[src/hw/emu_pkg.sv]
package emu_pkg;

	//////////////////////////////////////////////////////////////////////
	// datapath widths
	//////////////////////////////////////////////////////////////////////

	// one sample component, real or imaginary
	localparam int DATA_W = 16;

	// reflecting objects per channel
	localparam int N_OBJ = 4;
	localparam int OBJ_W = 2;

	// delay and hw latency, in samples
	localparam int DELAY_W = 14;

	// gain is signed Q1.14
	localparam int GAIN_W = 16;
	localparam int GAIN_FRAC = 14;
	localparam logic [GAIN_W-1:0] GAIN_ONE = 16'd16384;

	//////////////////////////////////////////////////////////////////////
	// configuration word
	//////////////////////////////////////////////////////////////////////

	localparam int CFG_W = 18;

	// same word, two meanings, picked by cfg_kind
	typedef union packed {
		// cfg_kind 0
		struct packed {
			logic [OBJ_W-1:0] obj;
			logic [CFG_W-OBJ_W-DELAY_W-1:0] rsvd;
			logic [DELAY_W-1:0] delay;
		} dly;
		// cfg_kind 1
		struct packed {
			logic [OBJ_W-1:0] obj;
			logic [GAIN_W-1:0] gain;
		} gn;
	} cfg_word_u;

endpackage
[src/hw/tap_cmd_decode.sv]
module tap_cmd_decode #(
	parameter int ADDR_W = 6
) (
	input logic CLK,
	input logic rst_n,
	input logic cfg_valid,
	input logic cfg_kind,
	input logic boot_up,
	input logic table_commit,
	input emu_pkg::cfg_word_u cfg_word,
	input logic [emu_pkg::DELAY_W-1:0] hw_latency,
	output logic [emu_pkg::N_OBJ-1:0][ADDR_W-1:0] tap_offset,
	output logic [emu_pkg::N_OBJ-1:0] tap_ok,
	output logic [emu_pkg::N_OBJ-1:0][emu_pkg::GAIN_W-1:0] tap_gain
);

	import emu_pkg::*;

	// history depth, offsets must stay below this
	localparam int DEPTH = 1 << ADDR_W;

	// active table drives the datapath
	logic [DELAY_W-1:0] act_delay [N_OBJ];
	logic [GAIN_W-1:0] act_gain [N_OBJ];

	// shadow table, staged for the next scenario
	logic [DELAY_W-1:0] shd_delay [N_OBJ];
	logic [GAIN_W-1:0] shd_gain [N_OBJ];

	// decoded config fields
	logic [OBJ_W-1:0] wr_obj;
	logic [DELAY_W-1:0] wr_delay;
	logic [GAIN_W-1:0] wr_gain;
	logic wr_dly_en;
	logic wr_gain_en;

	// delay minus hw latency, per object
	logic [DELAY_W-1:0] diff [N_OBJ];

	//////////////////////////////////////////////////////////////////////
	// config word decode
	//////////////////////////////////////////////////////////////////////

	always_comb begin
		// object index sits in the same bits in both views
		wr_obj = cfg_word.dly.obj;
		wr_delay = cfg_word.dly.delay;
		wr_gain = cfg_word.gn.gain;
		// kind 0 delay, kind 1 gain
		wr_dly_en = cfg_valid && !cfg_kind;
		wr_gain_en = cfg_valid && cfg_kind;
	end

	//////////////////////////////////////////////////////////////////////
	// table update
	//////////////////////////////////////////////////////////////////////

	always_ff @(posedge CLK) begin
		if (!rst_n) begin
			// delay 0 never passes the ok check
			for (int k = 0; k < N_OBJ; k++) begin
				act_delay[k] <= '0;
				act_gain[k] <= GAIN_ONE;
				shd_delay[k] <= '0;
				shd_gain[k] <= GAIN_ONE;
			end
		end else begin
			// scenario change, whole shadow at once
			if (table_commit) begin
				for (int k = 0; k < N_OBJ; k++) begin
					act_delay[k] <= shd_delay[k];
					act_gain[k] <= shd_gain[k];
				end
			end
			// boot writes straight to active
			if (wr_dly_en) begin
				if (boot_up) begin
					act_delay[wr_obj] <= wr_delay;
				end else begin
					shd_delay[wr_obj] <= wr_delay;
				end
			end
			if (wr_gain_en) begin
				if (boot_up) begin
					act_gain[wr_obj] <= wr_gain;
				end else begin
					shd_gain[wr_obj] <= wr_gain;
				end
			end
		end
	end

	//////////////////////////////////////////////////////////////////////
	// offsets from current latency
	//////////////////////////////////////////////////////////////////////

	always_comb begin
		for (int k = 0; k < N_OBJ; k++) begin
			diff[k] = act_delay[k] - hw_latency;
			// must be positive and fit in the history
			tap_ok[k] = (act_delay[k] > hw_latency) && (int'(diff[k]) < DEPTH);
			tap_offset[k] = ADDR_W'(diff[k]);
			tap_gain[k] = act_gain[k];
		end
	end

endmodule

[config.mk]
export PLATFORM = sky130hd
export DESIGN_NAME = tap_cmd_decode
export DESIGN_NICKNAME = d
export VERILOG_FILES = /design/src/hw/emu_pkg.sv /design/src/hw/tap_cmd_decode.sv
export SDC_FILE = /design/constraint.sdc
export NUM_CORES = 1
export LEC_CHECK = 0
export BUFFER_PORTS_ARGS = -buffer_cell sky130_fd_sc_hd__buf_2
export CELL_PAD_IN_SITES_DETAIL_PLACEMENT = 1
export CELL_PAD_IN_SITES_GLOBAL_PLACEMENT = 2
export CORE_MARGIN = 4
export CORE_UTILIZATION = 38
export CTS_CLUSTER_SIZE = 8
export DETAILED_ROUTE_END_ITERATION = 6
export PLACE_DENSITY_LB_ADDON = 0.1
export RECOVER_POWER = 100
export SETUP_SLACK_MARGIN = 0.2
export SYNTH_ARGS = -nofsm -noshare
export SYNTH_HDL_FRONTEND = slang
export SYNTH_SLANG_ARGS = --single-unit
[constraint.sdc]
create_clock -name CLK -period 3.7 [get_ports CLK]
set_clock_uncertainty 0.05 [all_clocks]
set_input_delay 0.37 -clock CLK [delete_from_list [all_inputs] [get_ports CLK]]
set_output_delay 0.37 -clock CLK [all_outputs]
set_load 0.05 [all_outputs]
==> results of run 1 <==
==> worst paths after layout <==
path,endpoint,slack (ns),cells past startpoint
setup / recovery,tap_ok[3],0.14,10
hold / removal,act_gain[3][15],0.24,3
setup reg to reg,act_delay[2][13],2.59,2
hold reg to reg,act_gain[3][14],0.53,2
==> layout make-up <==
type / count / share of cell area
Timing Repair Buffer: 165 / 0.0496
Sequential cell: 240 / 0.491
Multi-Input combinational cell: 876 / 0.343
Inverter: 59 / 0.0151
Tap cell: 442 / 0.0377
Clock buffer: 37 / 0.0631
==> what timing repair did <==
action                                  in CTS  in global routing
endpoints found under the setup margin       4                  4
pin swaps                                    4                  9
setup buffers                                1                  4
gates resized for setup                     19                 24
endpoints found under the hold margin        0                  0
==> metrics by stage <==
stage	worst slack, ns	cells	power (mW)	instance area (sq um)
after detailed placement	0.320	1777	4.72	13800
after global placement	0.282	1777	4.70	13800
after floorplan	0.404	1239	4.29	12600
after CTS	0.166	1815	7.55	14800
final	0.142	1819	7.45	14700
after global routing	0.00718	1819	7.78	14700
==> sequential cells by signal, indices dropped and copies added, names as in the netlist <==
signal / flops
shd_gain: 64
act_delay: 56
shd_delay: 56
act_gain: 64
==> cell usage after synthesis (4+ instances only) <==
library cell               number
sky130_fd_sc_hd__xor2_1         4
sky130_fd_sc_hd__nor4_1         5
sky130_fd_sc_hd__a211o_1        4
sky130_fd_sc_hd__clkbuf_1      61
sky130_fd_sc_hd__mux2i_1        6
sky130_fd_sc_hd__a21oi_1       36
sky130_fd_sc_hd__o21a_1        10
sky130_fd_sc_hd__nor3_1         8
sky130_fd_sc_hd__or2_2          4
sky130_fd_sc_hd__nor2_1       110
sky130_fd_sc_hd__nand4_1       13
sky130_fd_sc_hd__inv_1         59
sky130_fd_sc_hd__o31a_1         4
sky130_fd_sc_hd__nor2b_1       12
sky130_fd_sc_hd__ha_1          56
sky130_fd_sc_hd__edfxtp_1     240
sky130_fd_sc_hd__o21ai_0      169
sky130_fd_sc_hd__xnor2_1       16
sky130_fd_sc_hd__nand2_1      273
sky130_fd_sc_hd__nand2b_1      18
sky130_fd_sc_hd__a211oi_1       7
sky130_fd_sc_hd__nand3_1       12
sky130_fd_sc_hd__and2_1        48
sky130_fd_sc_hd__a31oi_1        5
sky130_fd_sc_hd__fa_1           4
sky130_fd_sc_hd__nand3b_1       4
==> cell families after synthesis <==
family                     Yosys count  share of synthesized area
and+or+nand+nor                    520                      0.184
AOI/OAI and AO/OA                  270                      0.124
DFF                                240                      0.574
buffers and inverters              123                     0.0370
adders and majority gates           60                     0.0622
xor gates and xnor gates            20                     0.0140
muxes                                6                    0.00478
==> layout by cell type, fill, tap and decap left out, types with 33 or more instances in the layout <==
cell / count
sky130_fd_sc_hd__nand2_1: 273
sky130_fd_sc_hd__edfxtp_1: 240
sky130_fd_sc_hd__o21ai_0: 166
sky130_fd_sc_hd__clkbuf_1: 118
sky130_fd_sc_hd__nor2_1: 108
sky130_fd_sc_hd__inv_1: 57
sky130_fd_sc_hd__ha_1: 48
sky130_fd_sc_hd__clkbuf_16: 37
sky130_fd_sc_hd__buf_2: 34
sky130_fd_sc_hd__a21oi_1: 33
==> routing by layer <==
| metal | GRT usage | wire [microns] | up-vias | share of wire |
|---|---|---|---|---|
| met5 | 0 | 0 | - | 0 |
| met1 | 0.287 | 17300 | 4658 | 0.45 |
| li1 | - | - | 4610 | - |
| met2 | 0.360 | 18600 | 206 | 0.49 |
| met4 | 0.0440 | 735 | 0 | 0.019 |
| met3 | 0.0323 | 1480 | 44 | 0.039 |
==> critical path: stages, from the launching register on <==
cell	delay [ns]
sky130_fd_sc_hd__edfxtp_1	0.41
sky130_fd_sc_hd__ha_2	0.34
sky130_fd_sc_hd__nor2b_4	0.14
sky130_fd_sc_hd__o31a_1	0.28
sky130_fd_sc_hd__o31ai_4	0.33
sky130_fd_sc_hd__buf_4	0.17
sky130_fd_sc_hd__a21oi_2	0.05
sky130_fd_sc_hd__xnor2_1	0.17
sky130_fd_sc_hd__nand4_1	0.12
sky130_fd_sc_hd__nor4b_2	0.37
sky130_fd_sc_hd__buf_4	0.27
==> power breakdown <==
group          internal, mW  switching (mW)  total, mW
clock                  1.74            1.05       2.79
sequential             3.20          0.0685       3.27
combinational         0.371            1.03       1.40
total                  5.31            2.14       7.45
==> results, run 1 <==
- The flow ran to the end, and the final reports show no timing, DRC or antenna violations.
- The total overflow left after global routing is 0.
- In this run the worst setup path begins at act_delay[3][2].
- The worst min-delay path class is in2reg.
- Clock tree synthesis selected as its root buffer the cell sky130_fd_sc_hd__clkbuf_16.
- The setup path with the least slack is of type reg2out.
- The multi-input logic area is around 5000 sq um.
- For this design the top-level I/O count stands at 130.
- The clock net in this run drives a total of 240 sinks.
- Data on the critical path is required at its endpoint by 3.28 ns.
- The mapped netlist covers 12600 sq um.
- The maximum number of pins on one net before global-route repair is 68.
- Setup repair after global routing could not meet its margin everywhere.
- The worst supply voltage drop on vdd is between 200 and 300 uV.
- The largest area contributor in the synthesized netlist is sky130_fd_sc_hd__edfxtp_1.
- The minimum hold slack is ~0.24 ns.
- The worst max-slew margin expressed relative to the limit is 0.0196.
- The maximum buffer depth of the clock tree is 3.
- Yosys mapped a number of flops with a built-in enable equal to 240.
- The remaining routing DRC violations is 0.
- The total global routing track utilization is 0.210.
- Of the cells placed in the final design, the portion with a size suffix greater than 1 is 0.0901.
- The first global-routing pass estimated 59.0 mm of wire.
- The final setup violation count is 0.
- Dividing the detail-routed wire length by the instance count gives ~21 microns.
- The final hold violation count is 0.
- The final layout contains routed wiring with a total length of roughly 38 mm.
- STA classifies the critical path endpoint as an output port.
- Relative to the synthesized area, the layout overhead comes to 16.8%.
- The final max-slew violation count is 0.
- The startpoint of the worst hold path is cfg_word[15].
- The starting density of the core is 0.386.
- The floorplan step set the die height to between 150 and 200 microns.
- The filler cells instantiated in the layout total 3720.
- The count of state elements after synthesis is 240.
- The floorplan die area is 36000 sq um.
- The launch instance of the worst register-to-register path is shd_delay[2][13].
- The number of antenna diodes in the final layout is 0.
- The static leakage power is 5.37 nW.
- The proportion of synthesized flip-flops having asynchronous set or reset is 0.
- In this run the worst path has a maximum fanout of 5.
- TritonCTS built the clock tree.
- The number of search-and-repair iterations in the first detailed-routing pass is 5.
- Dividing the final minimum period by the clock period gives 0.962.
- Detailed placement finished with a half-perimeter wire length of 27.1 mm.
- The quantity of hold-fixing buffers added after cts is 0.
- Yosys attributes the largest share of cell area to sky130_fd_sc_hd__edfxtp_1 (57%), sky130_fd_sc_hd__nand2_1 (8.2%), sky130_fd_sc_hd__o21ai_0 (6.7%).
- During synthesis, Yosys emitted a total of 0 warnings.
- Once layout is complete, the utilization of the core stands at 0.451.
- The startpoint type of the worst setup path is a flop.
- The endpoint arrival time on the critical path is about 3.1 ns.
- The initial DRC count is 634.
- The count of unique library cells instantiated by Yosys is 58.
- The count of standard-cell rows is 66.
- The final net count is 1475.
- The sequential cells in the finished layout cover a total of 7210 sq um.
- The total nets after synthesis is 1337.
- A synthesized cell averages a little over 10 sq um.
- The via count of the first global-routing pass is between 9000 and 10000.
- The vias per cell is around 5.2.
- The fraction of post-synthesis cell area in the top cell type by area is 0.574.
- The overall via count from detail_route is about 9500.
- The maximum frequency from static timing analysis is around 280 MHz.
- The final total negative setup slack is 0 ns.
- The initial antenna violation count is 0.
- The tool flagged a number of max-cap violations equal to 0.
- The number of buffers inserted during clock tree synthesis is 35.
- Among all flip-flop cells after synthesis, the most frequent one is sky130_fd_sc_hd__edfxtp_1.
- The sequential element share of the synthesized area is 0.574.
- In this run the horizontal extent of the chip is 190 microns.
- The post-route minimum period is roughly 3.6 ns.
- Counting every instance in the synthesized netlist gives 1239.
- In this run the standard cell core region covers 32500 sq um.
- In this run the power density over the cells is 508 nW/um^2.
- The congestion estimate from routability-driven global placement came to 0.856.
- The number of I/O port buffers is 129.
- The later pin in the worst-skew pair is clocked with a latency of between 0.4 and 0.5 ns.
- After clock tree synthesis, the clock-pin slew on the worst setup and hold paths is 0.05 ns.
- The antenna violation net count after detailed routing is 0.
- At the pin with the least slew margin, the transition time is approximately 1.5 ns.
- The H-tree was split into 2 levels.
(Power assumes the default switching activity.)
==> inputs of run 2 (changes only) <==
Settings changed: BUFFER_PORTS_ARGS -buffer_cell sky130_fd_sc_hd__buf_2 to not set, CORE_UTILIZATION 38 to 41, DONT_BUFFER_PORTS set to 1, GPL_TIMING_DRIVEN set to 0.
==> results, run 2 (synthesis results as in run 1) <==
- The post-route minimum period is 3.62 ns (+0.0605 ns).
- The placeable core region is 30000 sq um (-7.9%).
- The post-placement setup slack was -0.150 ns (-0.470 ns).
- The critical path buffer and inverter count is 1 (-1).
- The endpoint type of the worst setup path is an output port.
- The worst max-slew margin expressed relative to the limit came to -0.582 (-0.601).
- The endpoint arrival time on the critical path is 3.20 ns (+0.06 ns).
- The remaining routing DRC violations came to 0 (unchanged).
- The final weighted congestion in routability-driven placement is 0.805 (-5.9%).
- The root buffer cell chosen for the clock tree is sky130_fd_sc_hd__clkbuf_16.
- The critical-path maximum fanout was 3 (-2).
- The die height came to 183 microns (-3.6%).
- The number of inserted filler cells in the final layout is 3320 (-11%).
- The startpoint type of the worst setup path is a flop.
- The final total negative setup slack is 0 ns (unchanged).
- The data required time of the worst path is 3.28 ns (about the same).
- The final reports fail on capacitance limit, slew limit.
- The starting density of the core came to 0.419 (+0.0333).
- The antenna violation net count after detailed routing is 0 (unchanged).
- The critical path is of the reg2out type.
- The clock input transition at the sequential cells of the worst setup and hold paths is 0.05 ns (about the same).
- The post-route cell area came to 14300 sq um (-2.3%).
- The launching element of the worst setup path is act_delay[0][0].
- The share of layout cells above drive strength 1 is 0.0723 (-0.0178).
- The power density relative to cell area is 515 nW/um^2 (+1.3%).
- The number of search-and-repair iterations in the first detailed-routing pass is 5 (unchanged).
- The fraction of the cycle the final worst path needs came to 0.978 (+0.0163).
- The sink count of the clock tree is 240 (unchanged).
- The initial antenna violation count is 0 (unchanged).
- The overall via count from detail_route is 9213 (-3.2%).
- The detail-routed net length per standard cell is 22.4 microns (+6.8%).
- TritonCTS built the clock tree.
- The total global routing track utilization is 0.223 (+0.0124).
- The initial DRC count is 541 (-15%).
- The antenna diode count is 0 (unchanged).
- The number of cells after detailed placement is 1643 (-7.5%).
- The overall overflow remaining after global route was 0 (unchanged).
- The final net count is 1399 (-5.2%).
- The library cells used most frequently in the layout, excluding fill and tap cells, are sky130_fd_sc_hd__nand2_1 (273), sky130_fd_sc_hd__edfxtp_1 (240), sky130_fd_sc_hd__o21ai_0 (164), sky130_fd_sc_hd__nor2_1 (110), sky130_fd_sc_hd__clkbuf_1 (76).
- The pin slew with the least headroom to its limit is 2.35 ns (+0.877 ns).
- The launch instance of the worst register-to-register path is shd_gain[0][14].
- The maximum frequency from static timing analysis was 276 MHz (-1.7%).
- The count of standard-cell rows came to 63 (-4.5%).
- The largest registers in the layout are act_gain (64), shd_gain (64).
- The I/O pin total is 130 (unchanged).
- The count of placed standard cells in the final layout, fillers left out is 1691 (-7.0%).
- The final hold violation count is 0 (unchanged).
- The clock latency on the worst-skew pair is 0.50 ns (about the same).
- The worst min-delay path class is in2reg.
- The cell area after placement is 13200 sq um (-4.4%).
- The maximum buffer depth of the clock tree came to 3 (unchanged).
- Setup repair after global routing could not meet its margin everywhere.
- The max capacitance violation total is 2 (+2).
- The vias per cell is 5.45 (+4.1%).
- The largest incremental delay on the critical path is 0.67 ns (+0.26 ns).
- The layout-stage area growth over the synthesis result is 14.2%.
- The wire length of the first global-routing pass is 57.6 mm (-2.4%).
- The run finished, with violations left.
- The worst setup slack after layout was 0.0811 ns (-0.0605 ns).
- The floorplan die area came to 33500 sq um (-7.0%).
- Grouping stages by cell kind, the critical path spends the most delay in simple AND/OR/NAND/NOR gates.
- The via count of the first global-routing pass is 9620 (-1.8%).
- The maximum number of pins on one net before global-route repair is 17 (-75%).
- The worst hold path begins at cfg_word[7].
- The worst supply voltage drop on vdd came to 324 uV (+12%).
- The overall die width is 183 microns (-3.6%).
- The standard cell with the maximum stage delay on the critical path is sky130_fd_sc_hd__nor4_4.
- The H-tree depth is 2 (unchanged).
- The library cell used most frequently in the layout, excluding fill and tap cells, is sky130_fd_sc_hd__nand2_1.
- The number of I/O port buffers was 0 (-100%).
- The static leakage power is 5.20 nW (-3.2%).
- The signal on the critical path passes through inv_1, ha_2, fa_2, nand2b_4, a21oi_2, or4_4, a31oi_2, xor2_1, nand4_1, nor4_4.
- The wire length reported by the detailed router is 37.9 mm (-0.71%).
- The final max-slew violation count was 34 (+34).
- The number of buffers inserted during clock tree synthesis is 35 (unchanged).
- The final setup violation count is 0 (unchanged).
- The sum of net half-perimeters after detailed placement was 28.2 mm (+4.0%).
[run 2: layout make-up]
type / count / area [sq um] / share of cell area
Sequential cell: 240 / 7210 / 0.503
Tap cell: 390 / 488 / 0.0340
Clock buffer: 37 / 926 / 0.0646
Buffer: 64 / 243 / 0.0169
Multi-Input combinational cell: 876 / 5110 / 0.356
Inverter: 59 / 221 / 0.0155
Timing Repair Buffer: 25 / 139 / 0.00969
[run 2: routing by layer]
metal  track usage  wire length [microns]  vias to the layer above
met1         0.295                  16600                     4461
met4        0.0688                   1120                        0
met3        0.0466                   2040                       56
li1              -                      -                     4467
met2         0.371                  18100                      229
met5             0                      0                        -
[run 2: what timing repair did]
item / CTS / global route
hold buffers: 0 / 0
setup buffers: 4 / 7
endpoints found under the setup margin: 4 / 4
gates resized for setup: 20 / 32
pin swaps: 9 / 20
[run 2: path summary, 6_finish.rpt]
path         depth (start not counted)  slack, ns         endpoint
max                                 10       0.08        tap_ok[0]
min                                  1       0.02   shd_gain[1][7]
max reg2reg                          2       2.70  act_gain[0][14]
min reg2reg                          2       0.55  act_delay[2][7]
[run 2: metrics by stage]
step	hold slack [ns]	power (mW)	util
floorplan	0.500	4.29	-
global placement	0.510	4.56	0.436
detailed placement	0.523	4.58	0.440
CTS	0.00739	7.40	0.475
global route	0.00898	7.69	0.478
finish	0.0221	7.38	0.478
[run 2: report_power, final]
part / switching, mW / internal (mW) / total, mW
logic: 0.798 / 0.338 / 1.14
clock network: 1.04 / 1.74 / 2.77
registers: 0.262 / 3.21 / 3.47
==> inputs of run 3 (changes only) <==
Settings changed: CORE_UTILIZATION 41 to 35, SLEW_MARGIN set to 20.
==> results, run 3 (synthesis results as in run 1) <==
- The worst min-delay path class is in2reg.
- The run finished, with violations left.
- The worst setup slack after layout was 0.113 ns (+0.0316 ns).
- The maximum number of pins on one net before global-route repair is 17 (unchanged).
- The largest incremental delay on the critical path is 0.60 ns (-0.07 ns).
- The fraction of the cycle the final worst path needs was 0.970 (-0.00855).
- The overall via count from detail_route was 9362 (+1.6%).
- The depth of the most critical reg-to-reg path came to 2 (unchanged).
- Setup repair after global routing could not meet its margin everywhere.
- The remaining routing DRC violations is 0 (unchanged).
- Leaving out fill and tap cells, the most frequent cells in the layout are sky130_fd_sc_hd__nand2_1 (273), sky130_fd_sc_hd__edfxtp_1 (240), sky130_fd_sc_hd__o21ai_0 (161), sky130_fd_sc_hd__nor2_1 (110), sky130_fd_sc_hd__clkbuf_1 (71).
- The internal reg-to-reg setup slack is 2.68 ns (-0.02 ns).
- The checks that failed: capacitance limit, slew limit.
- The post-placement setup slack came to 0.0767 ns (+0.226 ns).
- The number of inserted filler cells in the final layout is 3966 (+19%).
- The layout-stage area growth over the synthesis result is 16.4%.
- The critical path's top delay family is simple AND/OR/NAND/NOR gates.
- The die height was 197 microns (+7.9%).
- The final net count is 1404 (+0.36%).
- The startpoint type of the worst setup path is a flop.
- The leading cell type in the layout, fill and taps excluded is sky130_fd_sc_hd__nand2_1.
- The number of buffers inserted during clock tree synthesis is 35 (unchanged).
- The critical-path maximum fanout is 3 (unchanged).
- The worst max-slew margin expressed relative to the limit is -0.395 (+0.186).
- The max capacitance violation total came to 7 (+5).
- The flip-flop and latch area is 7210 sq um (unchanged).
- The share of layout cells above drive strength 1 is 0.0796 (+0.00738).
- The launch instance of the worst register-to-register path is shd_gain[3][1].
- The wire length of the first global-routing pass came to 62.3 mm (+8.1%).
- The startpoint identified for the worst hold timing path is cfg_word[15].
- The total global routing track utilization is 0.209 (-0.0135).
- The cell depth of the worst min-delay path is 2 (+1).
- The clock latency on the worst-skew pair was 0.50 ns (about the same).
- Traced cell by cell, the critical path runs through inv_2, ha_4, fa_1, nand2b_4, a21oi_4, or4_4, a21bo_2, a211oi_1, o21ai_1, nor4_4.
- The clock input transition at the sequential cells of the worst setup and hold paths is 0.05 ns (about the same).
- The number of I/O port buffers came to 0 (unchanged).
- The placeable core region is 35500 sq um (+18%).
- The initial antenna violation count is 0 (unchanged).
- The final hold violation count is 0 (unchanged).
- The power density relative to cell area is 512 nW/um^2 (-0.51%).
- The floorplan die area is 39000 sq um (+16%).
- The endpoint type of the worst setup path is an output port.
- The worst flop-to-flop path endpoint is act_gain[3][1].
- The minimum hold slack is 0.0317 ns (+0.00955 ns).
- The endpoint arrival time on the critical path is 3.17 ns (-0.03 ns).
- The multi-input logic area was 5210 sq um (+2.0%).
- The data required time of the worst path was 3.28 ns (about the same).
- The H-tree depth was 2 (unchanged).
- The final weighted congestion in routability-driven placement came to 0.794 (-1.4%).
- The largest registers in the layout are act_gain (64), shd_gain (64).
- The sum of net half-perimeters after detailed placement was 29.8 mm (+5.7%).
- The end of the worst hold path is act_gain[3][15].
- The maximum frequency from static timing analysis was 279 MHz (+0.88%).
- The pin slew with the least headroom to its limit is 2.07 ns (-0.276 ns).
- The worst setup path is of the reg2out kind.
- TritonCTS built the clock tree.
- The overall die width was 197 microns (+7.9%).
- The static leakage power is 5.24 nW (+0.82%).
- The antenna violation net count after detailed routing is 0 (unchanged).
- The overall overflow remaining after global route is 0 (unchanged).
- The detail-routed net length per standard cell is 23.2 microns (+3.7%).
- The wire length reported by the detailed router is 41.1 mm (+8.5%).
- The post-route minimum period is 3.59 ns (-0.0316 ns).
- In this run the clock root is driven by a sky130_fd_sc_hd__clkbuf_16.
- The via count of the first global-routing pass is 9883 (+2.7%).
- The initial DRC count is 491 (-9.2%).
- The I/O pin total came to 130 (unchanged).
- The final max-slew violation count is 105 (+210%).
- The standard cell with the maximum stage delay on the critical path is sky130_fd_sc_hd__nor4_4.
- The vias per cell is 5.30 (-2.8%).
- The maximum buffer depth of the clock tree is 3 (unchanged).
- The number of search-and-repair iterations in the first detailed-routing pass is 5 (unchanged).
- The starting density of the core is 0.354 (-0.0653).
- The count of standard-cell rows is 69 (+9.5%).
- The critical path buffer and inverter count is 1 (unchanged).
- The final setup violation count is 0 (unchanged).
- The sink count of the clock tree came to 240 (unchanged).
- The worst supply voltage drop on vdd is 414 uV (+28%).
run 3: metrics by stage:
step	area, sq um	setup TNS (ns)	total power [mW]	instances	utilization
floorplan	12600	0	4.29	1239	-
global placement	13100	-0.159	4.59	1700	0.370
detailed placement	13400	0	4.63	1709	0.376
CTS	14600	-0.00667	7.53	1761	0.410
global route	14600	0	7.78	1767	0.412
finish	14600	0	7.48	1768	0.412
run 3: final cells by class:
type	count	share of cell area
Clock buffer	37	0.0634
Inverter	59	0.0152
Buffer	64	0.0166
Antenna cell	1	0.000171
Multi-Input combinational cell	876	0.357
Sequential cell	240	0.493
Tap cell	461	0.0395
Timing Repair Buffer	30	0.0154
run 3: routing by layer:
| metal | GRT usage | vias up | share of wire |
|---|---|---|---|
| li1 | - | 4477 | - |
| met1 | 0.283 | 4628 | 0.45 |
| met2 | 0.347 | 189 | 0.48 |
| met3 | 0.0374 | 68 | 0.042 |
| met4 | 0.0616 | 0 | 0.029 |
| met5 | 0 | - | 0 |
run 3: how the worst max path moves through the flow:
stage,start,to,slack [ns],depth (start not counted)
2_1_floorplan,hw_latency[2],tap_ok[0],0.40,9
3_3_place_gp,hw_latency[8],tap_ok[3],-0.16,9
3_5_place_dp,hw_latency[8],tap_ok[3],0.08,9
4_1_cts,act_delay[3][0],tap_ok[3],-0.007,10
5_1_grt,act_delay[0][0],tap_ok[0],0.002,10
6_report,act_delay[0][0],tap_ok[0],0.11,10
run 3: power breakdown:
part | total [mW] | switching, mW | internal (mW)
registers | 3.47 | 0.264 | 3.21
logic | 1.18 | 0.828 | 0.355
clock network | 2.83 | 1.09 | 1.74
total | 7.48 | 2.18 | 5.30
run 3: what timing repair did:
action                                 4_1_cts  5_1_grt
hold buffers                                12        0
endpoints found under the hold margin       20        0
pin swaps                                   18       20
setup endpoints to repair                    4        4
resized for setup                           31       41
buffers inserted                             3        6
